**src/hw/occ_select_pkg.sv**
```systemverilog
package occ_select_pkg;

    // largest port count the selector supports
    localparam int MAX_PORTS = 15;

    // per-port occupancy width
    localparam int OCC_W = 5;

    // eligible count, holds 0..MAX_PORTS
    localparam int COUNT_W = 4;

    // binary port index
    localparam int INDEX_W = 4;

    // accumulated total, saturates at all ones
    localparam int TOTAL_W = 8;

    // one port's occupancy
    typedef logic [OCC_W-1:0] occ_t;

    // number of eligible ports
    typedef logic [COUNT_W-1:0] count_t;

    // binary index of a port
    typedef logic [INDEX_W-1:0] index_t;

    // saturated occupancy sum
    typedef logic [TOTAL_W-1:0] total_t;

endpackage

```
**src/hw/carry_sum_gen.sv**
```systemverilog
`timescale 1ns/1ns

module carry_sum_gen (
    input  logic [6:0] bits_in,
    output logic [2:0] carries,
    output logic       sum_bit
);

    // lower group of four, upper group of three
    logic [3:0] grp_lo;
    logic [2:0] grp_hi;
    // per-group counts, 0..4 and 0..3
    logic [2:0] cnt_lo;
    logic [1:0] cnt_hi;

    assign {grp_hi, grp_lo} = bits_in;

    assign cnt_lo = {2'b00, grp_lo[0]} + {2'b00, grp_lo[1]}
                  + {2'b00, grp_lo[2]} + {2'b00, grp_lo[3]};
    assign cnt_hi = {1'b0, grp_hi[0]} + {1'b0, grp_hi[1]} + {1'b0, grp_hi[2]};

    // parity of the whole input
    assign sum_bit = cnt_lo[0] ^ cnt_hi[0];

    // a: at least two ones in the lower group
    assign carries[2] = (cnt_lo > 3'd1);
    // b: at least two ones in the upper group
    assign carries[1] = (cnt_hi > 2'd1);
    // c: lower group full, or both groups odd
    assign carries[0] = (cnt_lo == 3'd4) | (cnt_lo[0] & cnt_hi[0]);

    // net effect: 2*(a+b+c) + sum_bit equals the number of set bits

endmodule

```
**src/hw/count_stage.sv**
```systemverilog
`timescale 1ns/1ns

module count_stage #(
    parameter int NUM_PORTS = occ_select_pkg::MAX_PORTS
) (
    input  logic                                      clk,
    input  logic                                      arst_n,
    input  logic                                      in_valid,
    input  logic [NUM_PORTS-1:0]                      eligible,
    input  logic [NUM_PORTS*occ_select_pkg::OCC_W-1:0] occupancy,
    output logic                                      s1_valid,
    output logic [NUM_PORTS-1:0]                      s1_eligible,
    output logic [NUM_PORTS*occ_select_pkg::OCC_W-1:0] s1_occupancy,
    output occ_select_pkg::count_t                    s1_count
);

    // mask widened to the counter's fixed input
    logic [occ_select_pkg::MAX_PORTS-1:0] mask_ext;
    occ_select_pkg::count_t               elig_count;

    generate
        if (NUM_PORTS < occ_select_pkg::MAX_PORTS) begin : g_pad
            assign mask_ext = {{(occ_select_pkg::MAX_PORTS-NUM_PORTS){1'b0}}, eligible};
        end else begin : g_full
            assign mask_ext = eligible;
        end
    endgenerate

    popcount_15 u_popcount (
        .bits_in (mask_ext),
        .count   (elig_count)
    );

    // strobe
    always_ff @(posedge clk or negedge arst_n) begin
        if (!arst_n) begin
            s1_valid <= 1'b0;
        end else begin
            s1_valid <= in_valid;
        end
    end

    // payload only loads on a request
    always_ff @(posedge clk) begin
        if (in_valid) begin
            s1_eligible  <= eligible;
            s1_occupancy <= occupancy;
            s1_count     <= elig_count;
        end
    end

endmodule

```
**src/hw/encode_stage.sv**
```systemverilog
`timescale 1ns/1ns

module encode_stage #(
    parameter int NUM_PORTS = occ_select_pkg::MAX_PORTS
) (
    input  logic                                      clk,
    input  logic                                      arst_n,
    input  logic                                      s2_valid,
    input  logic [NUM_PORTS-1:0]                      s2_min_onehot,
    input  logic [NUM_PORTS-1:0]                      s2_eligible,
    input  logic [NUM_PORTS*occ_select_pkg::OCC_W-1:0] s2_occupancy,
    input  occ_select_pkg::count_t                    s2_count,
    output logic                                      out_valid,
    output logic                                      grant_valid,
    output occ_select_pkg::index_t                    grant_index,
    output occ_select_pkg::occ_t                      grant_occupancy,
    output occ_select_pkg::count_t                    eligible_count,
    output occ_select_pkg::total_t                    total_occupancy
);

    // raw sum width, always at least one bit wider than the total
    localparam int RAW_W = occ_select_pkg::OCC_W + $clog2(NUM_PORTS);
    localparam int SUM_W = (RAW_W > occ_select_pkg::TOTAL_W) ? RAW_W
                                                             : occ_select_pkg::TOTAL_W + 1;

    occ_select_pkg::occ_t   occ_arr [NUM_PORTS];
    occ_select_pkg::index_t win_index;
    occ_select_pkg::occ_t   win_occ;
    occ_select_pkg::total_t sat_total;
    logic [SUM_W-1:0]       sum;

    // split the flat vector, port 0 in the low field
    always_comb begin
        for (int i = 0; i < NUM_PORTS; i++) begin
            occ_arr[i] = s2_occupancy[i*occ_select_pkg::OCC_W +: occ_select_pkg::OCC_W];
        end
    end

    // one-hot to binary: OR of the index constants masked by their bit
    always_comb begin
        win_index = '0;
        for (int i = 0; i < NUM_PORTS; i++) begin
            win_index = win_index | ({occ_select_pkg::INDEX_W{s2_min_onehot[i]}}
                                     & occ_select_pkg::index_t'(i));
        end
    end

    // binary mux on the encoded index
    assign win_occ = occ_arr[win_index];

    // sum of eligible occupancies
    always_comb begin
        sum = '0;
        for (int i = 0; i < NUM_PORTS; i++) begin
            if (s2_eligible[i]) begin
                sum = sum + SUM_W'(occ_arr[i]);
            end
        end
    end

    // clamp to all ones on overflow
    assign sat_total = (|sum[SUM_W-1:occ_select_pkg::TOTAL_W])
                     ? '1 : sum[occ_select_pkg::TOTAL_W-1:0];

    always_ff @(posedge clk or negedge arst_n) begin
        if (!arst_n) begin
            out_valid   <= 1'b0;
            grant_valid <= 1'b0;
        end else begin
            out_valid   <= s2_valid;
            // no eligible port means no grant
            grant_valid <= s2_valid & (s2_count != '0);
        end
    end

    always_ff @(posedge clk) begin
        if (s2_valid) begin
            grant_index     <= win_index;
            grant_occupancy <= win_occ;
            eligible_count  <= s2_count;
            total_occupancy <= sat_total;
        end
    end

endmodule

```
**src/hw/min_stage.sv**
```systemverilog
`timescale 1ns/1ns

module min_stage #(
    parameter int NUM_PORTS = occ_select_pkg::MAX_PORTS
) (
    input  logic                                      clk,
    input  logic                                      arst_n,
    input  logic                                      s1_valid,
    input  logic [NUM_PORTS-1:0]                      s1_eligible,
    input  logic [NUM_PORTS*occ_select_pkg::OCC_W-1:0] s1_occupancy,
    input  occ_select_pkg::count_t                    s1_count,
    output logic                                      s2_valid,
    output logic [NUM_PORTS-1:0]                      s2_min_onehot,
    output logic [NUM_PORTS-1:0]                      s2_eligible,
    output logic [NUM_PORTS*occ_select_pkg::OCC_W-1:0] s2_occupancy,
    output occ_select_pkg::count_t                    s2_count
);

    localparam int KEY_W = occ_select_pkg::OCC_W + 1;

    // ineligible flag on top, so those ports compare as larger
    wire [KEY_W-1:0]     key [NUM_PORTS];
    // row i: port i against every other port
    wire [NUM_PORTS-2:0] cmp [NUM_PORTS];
    wire [NUM_PORTS-1:0] min_onehot;

    genvar i, j;
    generate
        for (i = 0; i < NUM_PORTS; i++) begin : g_row
            assign key[i] = {~s1_eligible[i],
                             s1_occupancy[i*occ_select_pkg::OCC_W +: occ_select_pkg::OCC_W]};
            for (j = 0; j < NUM_PORTS-1; j++) begin : g_col
                if (i > j) begin : g_mirror
                    // lower triangle reuses the upper compare, inverted
                    assign cmp[i][j] = ~cmp[j][i-1];
                end else begin : g_cmp
                    // port i vs port j+1, i wins a tie as the lower index
                    assign cmp[i][j] = (key[i] <= key[j+1]);
                end
            end
            // winner beats or ties every other port
            assign min_onehot[i] = &cmp[i];
        end
    endgenerate

    always_ff @(posedge clk or negedge arst_n) begin
        if (!arst_n) begin
            s2_valid <= 1'b0;
        end else begin
            s2_valid <= s1_valid;
        end
    end

    always_ff @(posedge clk) begin
        if (s1_valid) begin
            s2_min_onehot <= min_onehot;
            s2_eligible   <= s1_eligible;
            s2_occupancy  <= s1_occupancy;
            s2_count      <= s1_count;
        end
    end

endmodule

```
**src/hw/occ_select_top.sv**
```systemverilog
`timescale 1ns/1ns

module occ_select_top #(
    parameter int NUM_PORTS = 15
) (
    input  logic                                      clk,
    input  logic                                      arst_n,
    input  logic                                      in_valid,
    input  logic [NUM_PORTS-1:0]                      eligible,
    input  logic [NUM_PORTS*occ_select_pkg::OCC_W-1:0] occupancy,
    output logic                                      out_valid,
    output logic                                      grant_valid,
    output occ_select_pkg::index_t                    grant_index,
    output occ_select_pkg::occ_t                      grant_occupancy,
    output occ_select_pkg::count_t                    eligible_count,
    output occ_select_pkg::total_t                    total_occupancy
);

    // stage 1 to stage 2
    logic                                      s1_valid;
    logic [NUM_PORTS-1:0]                      s1_eligible;
    logic [NUM_PORTS*occ_select_pkg::OCC_W-1:0] s1_occupancy;
    occ_select_pkg::count_t                    s1_count;

    // stage 2 to stage 3
    logic                                      s2_valid;
    logic [NUM_PORTS-1:0]                      s2_min_onehot;
    logic [NUM_PORTS-1:0]                      s2_eligible;
    logic [NUM_PORTS*occ_select_pkg::OCC_W-1:0] s2_occupancy;
    occ_select_pkg::count_t                    s2_count;

    // count eligible ports
    count_stage #(.NUM_PORTS(NUM_PORTS)) u_count_stage (
        .clk          (clk),
        .arst_n       (arst_n),
        .in_valid     (in_valid),
        .eligible     (eligible),
        .occupancy    (occupancy),
        .s1_valid     (s1_valid),
        .s1_eligible  (s1_eligible),
        .s1_occupancy (s1_occupancy),
        .s1_count     (s1_count)
    );

    // pick the least-occupied eligible port
    min_stage #(.NUM_PORTS(NUM_PORTS)) u_min_stage (
        .clk           (clk),
        .arst_n        (arst_n),
        .s1_valid      (s1_valid),
        .s1_eligible   (s1_eligible),
        .s1_occupancy  (s1_occupancy),
        .s1_count      (s1_count),
        .s2_valid      (s2_valid),
        .s2_min_onehot (s2_min_onehot),
        .s2_eligible   (s2_eligible),
        .s2_occupancy  (s2_occupancy),
        .s2_count      (s2_count)
    );

    // encode, mux and accumulate
    encode_stage #(.NUM_PORTS(NUM_PORTS)) u_encode_stage (
        .clk             (clk),
        .arst_n          (arst_n),
        .s2_valid        (s2_valid),
        .s2_min_onehot   (s2_min_onehot),
        .s2_eligible     (s2_eligible),
        .s2_occupancy    (s2_occupancy),
        .s2_count        (s2_count),
        .out_valid       (out_valid),
        .grant_valid     (grant_valid),
        .grant_index     (grant_index),
        .grant_occupancy (grant_occupancy),
        .eligible_count  (eligible_count),
        .total_occupancy (total_occupancy)
    );

endmodule

```
**src/hw/popcount_15.sv**
```systemverilog
`timescale 1ns/1ns

module popcount_15 (
    input  logic [14:0]                 bits_in,
    output occ_select_pkg::count_t      count
);

    // first level, two carry-sum blocks over bits 0..13
    logic [2:0] carries_a;
    logic [2:0] carries_b;
    logic       sum_a;
    logic       sum_b;
    // weight-2 carry from the leftover sum bits
    logic       extra_carry;
    // second level over all weight-2 terms
    logic [2:0] carries_c;
    logic       sum_c;

    carry_sum_gen u_cs_a (
        .bits_in (bits_in[6:0]),
        .carries (carries_a),
        .sum_bit (sum_a)
    );

    carry_sum_gen u_cs_b (
        .bits_in (bits_in[13:7]),
        .carries (carries_b),
        .sum_bit (sum_b)
    );

    // bit 14 plus both sum bits, 0..3
    assign {extra_carry, count[0]} = {1'b0, bits_in[14]} + {1'b0, sum_a} + {1'b0, sum_b};

    // six carries plus the extra one, all at weight 2
    carry_sum_gen u_cs_c (
        .bits_in ({carries_a, carries_b, extra_carry}),
        .carries (carries_c),
        .sum_bit (sum_c)
    );

    assign count[1] = sum_c;
    // weight-4 carries, at most three of them
    assign count[3:2] = {1'b0, carries_c[0]} + {1'b0, carries_c[1]} + {1'b0, carries_c[2]};

endmodule

```
**config.mk**
```make
export PLATFORM = sky130hd
export DESIGN_NAME = occ_select_top
export DESIGN_NICKNAME = d
export VERILOG_FILES = /design/src/hw/occ_select_pkg.sv /design/src/hw/carry_sum_gen.sv /design/src/hw/count_stage.sv /design/src/hw/encode_stage.sv /design/src/hw/min_stage.sv /design/src/hw/occ_select_top.sv /design/src/hw/popcount_15.sv
export SDC_FILE = /design/constraint.sdc
export NUM_CORES = 1
export LEC_CHECK = 0
export ABC_AREA = 1
export ABC_CLOCK_PERIOD_IN_PS = 18300
export BUFFER_PORTS_ARGS = -buffer_cell sky130_fd_sc_hd__buf_2
export CAP_MARGIN = 10
export CORE_MARGIN = 1.5
export CORE_UTILIZATION = 35
export CTS_CLUSTER_SIZE = 28
export DETAILED_ROUTE_END_ITERATION = 12
export GPL_TIMING_DRIVEN = 0
export PLACE_DENSITY = 0.46
export RECOVER_POWER = 25
export SLEW_MARGIN = 25
export SYNTH_ARGS = -nofsm -noshare
export SYNTH_HDL_FRONTEND = slang
export SYNTH_SLANG_ARGS = --single-unit
```
**constraint.sdc**
```tcl
create_clock -name clk -period 18.3 [get_ports clk]
set_input_delay 1.83 -clock clk [delete_from_list [all_inputs] [get_ports clk]]
set_output_delay 1.83 -clock clk [all_outputs]
set_load 0.005 [all_outputs]
```
==> results.json <==
{
  "finalCriticalPeriod_ns": 12.66,
  "cts_hold_buffers": 0,
  "cts_made_buffers": 28,
  "crit_top_cell": "inv_1",
  "arrival_ns": 13.01,
  "final_hold_viol_count": 0,
  "drc_errors": 0,
  "setup_tns_ns": 0,
  "num_vias": 24200,
  "grt_util_all_layers": 0.250,
  "fill_cells": 7673,
  "path_max_fanout": 8,
  "core_area_um2": 76300,
  "clock-sinks": 227,
  "drt_pass1_iterations": 6,
  "setup-violations-final": 0,
  "fin_crit_sh": 0.692,
  "clock.fmax_mhz": 79.0,
  "grt-ovfl-total": 0,
  "r2r_cells": 60,
  "hold_depth": 0,
  "crit_required_ns": 18.65,
  "die_y_um": 282,
  "ys.warnings.count": 0,
  "status": "complete, no violations",
  "cpPeakStageDelay_ns": 0.49,
  "dp_slack_ns": 5.54,
  "final_common_cell": "ha_1",
  "initial_core_util": 0.356,
  "place_congestion": 0.906,
  "crit_slowest_cell": "fa_1",
  "final_max_slew_viol_count": 0,
  "final_core_util": 0.395,
  "slew_headroom": 0.237,
  "layout.nets": 4213,
  "cts_resized": 0,
  "root_buffer": "clkbuf_16",
  "worstSkewPairLatency_ns": 0.60,
  "synth_top_area_share": 0.329,
  "timing.rr.end": "u_encode_stage.total_occupancy[6]",
  "die_area_um2": 79300,
  "numPortBuffers": 115,
  "clk_pin_slew_ns": 0.06,
  "grt_pass1_wl_um": 147000,
  "fp-row-count": 101,
  "via_per_inst": 5.45,
  "dp_hpwl_um": 75700,
  "synth_cells": 3226,
  "drtIter0Drc": 1640,
  "ioPinCount": 116,
  "startpoint_type": "register",
  "drive_gt1_frac": 0.0731,
  "ant_nets": 0,
  "die_x_um": 282,
  "final_cell_mix": "ha_1 (714), inv_1 (490), nand2_1 (433)",
  "cts_max_path_buffers": 3,
  "fin_skew_ns": 0.0326,
  "ys_ff_latch": 227,
  "p_leak_nw": 15.2,
  "hold_path.startpoint": "u_count_stage.s1_count[2]",
  "drv_cap": 0,
  "hold_path_end": "u_min_stage.s2_count[2]",
  "min_path_type": "register to register",
  "cts_setup_buffers": 0,
  "crit_type": "register to register",
  "wl_um": 99300,
  "synth_edf_count": 223,
  "synthArstFlopShare": 0.0176,
  "r2r_start": "u_min_stage.s2_eligible[0]",
  "cts_tree": "done",
  "syn2layout_area_growth_pct": 11.0,
  "yosysTopAreaCell": "ha_1",
  "grt_max_degree": 56,
  "antenna_found_initial": 3,
  "synth.avg_cell_area_um2": 8.42,
  "htree_levels": 1,
  "yosys-top-cells-area": "ha_1 (33%), edfxtp_1 (25%), inv_1 (6.8%)",
  "rsz0062_at_grt": "false",
  "syn_area_um2": 27200,
  "grt_pass1_vias": 24600,
  "powerDensity_nw_per_um2": 99.0,
  "end_kind": "register",
  "rrSetupSlack_ns": 5.64,
  "worst_pin_slew_ns": 1.14,
  "syn_nets": 4054,
  "peakVddDrop_v": 0.0000670,
  "final.setup.worst_slack_ns": 5.64,
  "synth_cell_types": 63,
  "synth-main-ff-cell": "edfxtp_1",
  "seq_area_frac_synth": 0.250,
  "detail_route.wl_per_cell_um": 22.4
}
==> per-layer routing <==
layer / vias to the layer above / routed length (um) / track usage
li1: 11700 / - / -
met1: 11600 / 43500 / 0.313
met2: 697 / 47000 / 0.437
met3: 227 / 4280 / 0.0241
met4: 0 / 4390 / 0.105
met5: - / 0 / 0
==> per-stage QoR <==
stage	hold slack (ns)	total power, mW	cell area [um2]	cells
2_1_floorplan	0.400	1.99	27200	3226
3_3_place_gp	0.407	2.36	29000	4371
3_5_place_dp	0.405	2.44	29300	4384
4_1_cts	0.419	3.02	30200	4435
5_1_grt	0.427	3.31	30200	4436
6_report	0.419	2.99	30200	4438
==> where the power goes <==
group	internal [mW]	switching, mW
clock	0.327	0.231
combinational	0.633	1.03
sequential	0.656	0.111
==> area by class of cell <==
class | instances | area, um2 | share of cell area
multi-input combinational | 2481 | 18400 | 0.611
sequential | 227 | 6800 | 0.225
inverter | 502 | 1880 | 0.0625
tap | 1030 | 1290 | 0.0427
timing repair buffer | 129 | 778 | 0.0258
clock buffer | 35 | 737 | 0.0244
clock inverter | 16 | 179 | 0.00593
buffer | 16 | 71.3 | 0.00236
antenna | 2 | 5.00 | 0.000166
==> sequential cells by signal, summed over array words and instances, names as in the netlist <==
register,cells
u_encode_stage.eligible_count,4
u_count_stage.s1_eligible,15
u_encode_stage.grant_index,4
u_min_stage.s2_count,4
u_min_stage.s2_min_onehot,14
u_encode_stage.grant_occupancy,5
u_encode_stage.grant_valid,1
u_encode_stage.total_occupancy,8
u_min_stage.s2_eligible,15
u_encode_stage.out_valid,1
u_min_stage.s2_occupancy,75
u_count_stage.s1_occupancy,75
u_count_stage.s1_count,4
u_count_stage.s1_valid,1
u_min_stage.s2_valid,1
==> Yosys cell counts, drive strengths merged (2+ instances only) <==
| cell | instances |
|---|---|
| nand3b | 10 |
| o32ai | 2 |
| a21o | 30 |
| o22ai | 31 |
| o21a | 49 |
| nor3b | 3 |
| and3 | 2 |
| or4 | 4 |
| nor3 | 12 |
| inv | 493 |
| or2 | 3 |
| fa | 21 |
| ha | 714 |
| o2111ai | 3 |
| o21ai | 197 |
| nor2 | 285 |
| xnor2 | 9 |
| nand3 | 174 |
| o221ai | 7 |
| o221a | 2 |
| a21boi | 2 |
| a32oi | 4 |
| and2 | 6 |
| o21bai | 82 |
| a21oi | 194 |
| clkbuf | 13 |
| a311oi | 2 |
| nand2 | 469 |
| buf | 3 |
| o211ai | 17 |
| a32o | 5 |
| o31ai | 2 |
| xor2 | 15 |
| edfxtp | 223 |
| clkinv | 9 |
| o32a | 8 |
| a31oi | 40 |
| dfrtp | 4 |
| nor4 | 17 |
| a211oi | 12 |
| nand4 | 40 |
| nor4b | 2 |
==> critical path: cells and delay by family (launching register included) <==
family	cells	cell delay [ns]
XOR/XNOR	2	0.32
flip-flops	1	0.38
AND/OR/NAND/NOR	16	1.85
AO/OA/AOI/OAI	14	2.65
buffers and inverters	13	1.13
adder cells (fa/ha/maj)	15	6.05
==> how the worst max path moves through the flow <==
stage	from	depth (start not counted)	slack (ns)	endpoint
floorplan	u_min_stage.s2_eligible[0]	60	6.63	u_encode_stage.total_occupancy[7]
global placement	u_min_stage.s2_eligible[0]	60	5.72	u_encode_stage.total_occupancy[0]
detailed placement	u_min_stage.s2_eligible[0]	60	5.54	u_encode_stage.total_occupancy[1]
CTS	u_min_stage.s2_eligible[0]	60	5.55	u_encode_stage.total_occupancy[6]
global route	u_min_stage.s2_eligible[0]	80	4.52	u_encode_stage.total_occupancy[5]
finish	u_min_stage.s2_eligible[0]	60	5.64	u_encode_stage.total_occupancy[6]
==> logic make-up after synthesis <==
kind of cell / after synthesis / synth area share
compound gates: 693 / 0.156
xor+xnor: 24 / 0.00774
fa+ha+maj: 735 / 0.344
buf+inv: 518 / 0.0720
flops: 227 / 0.250
mux: 1 / 0.000368
simple gates: 1028 / 0.169
(Power assumes the default switching activity.)
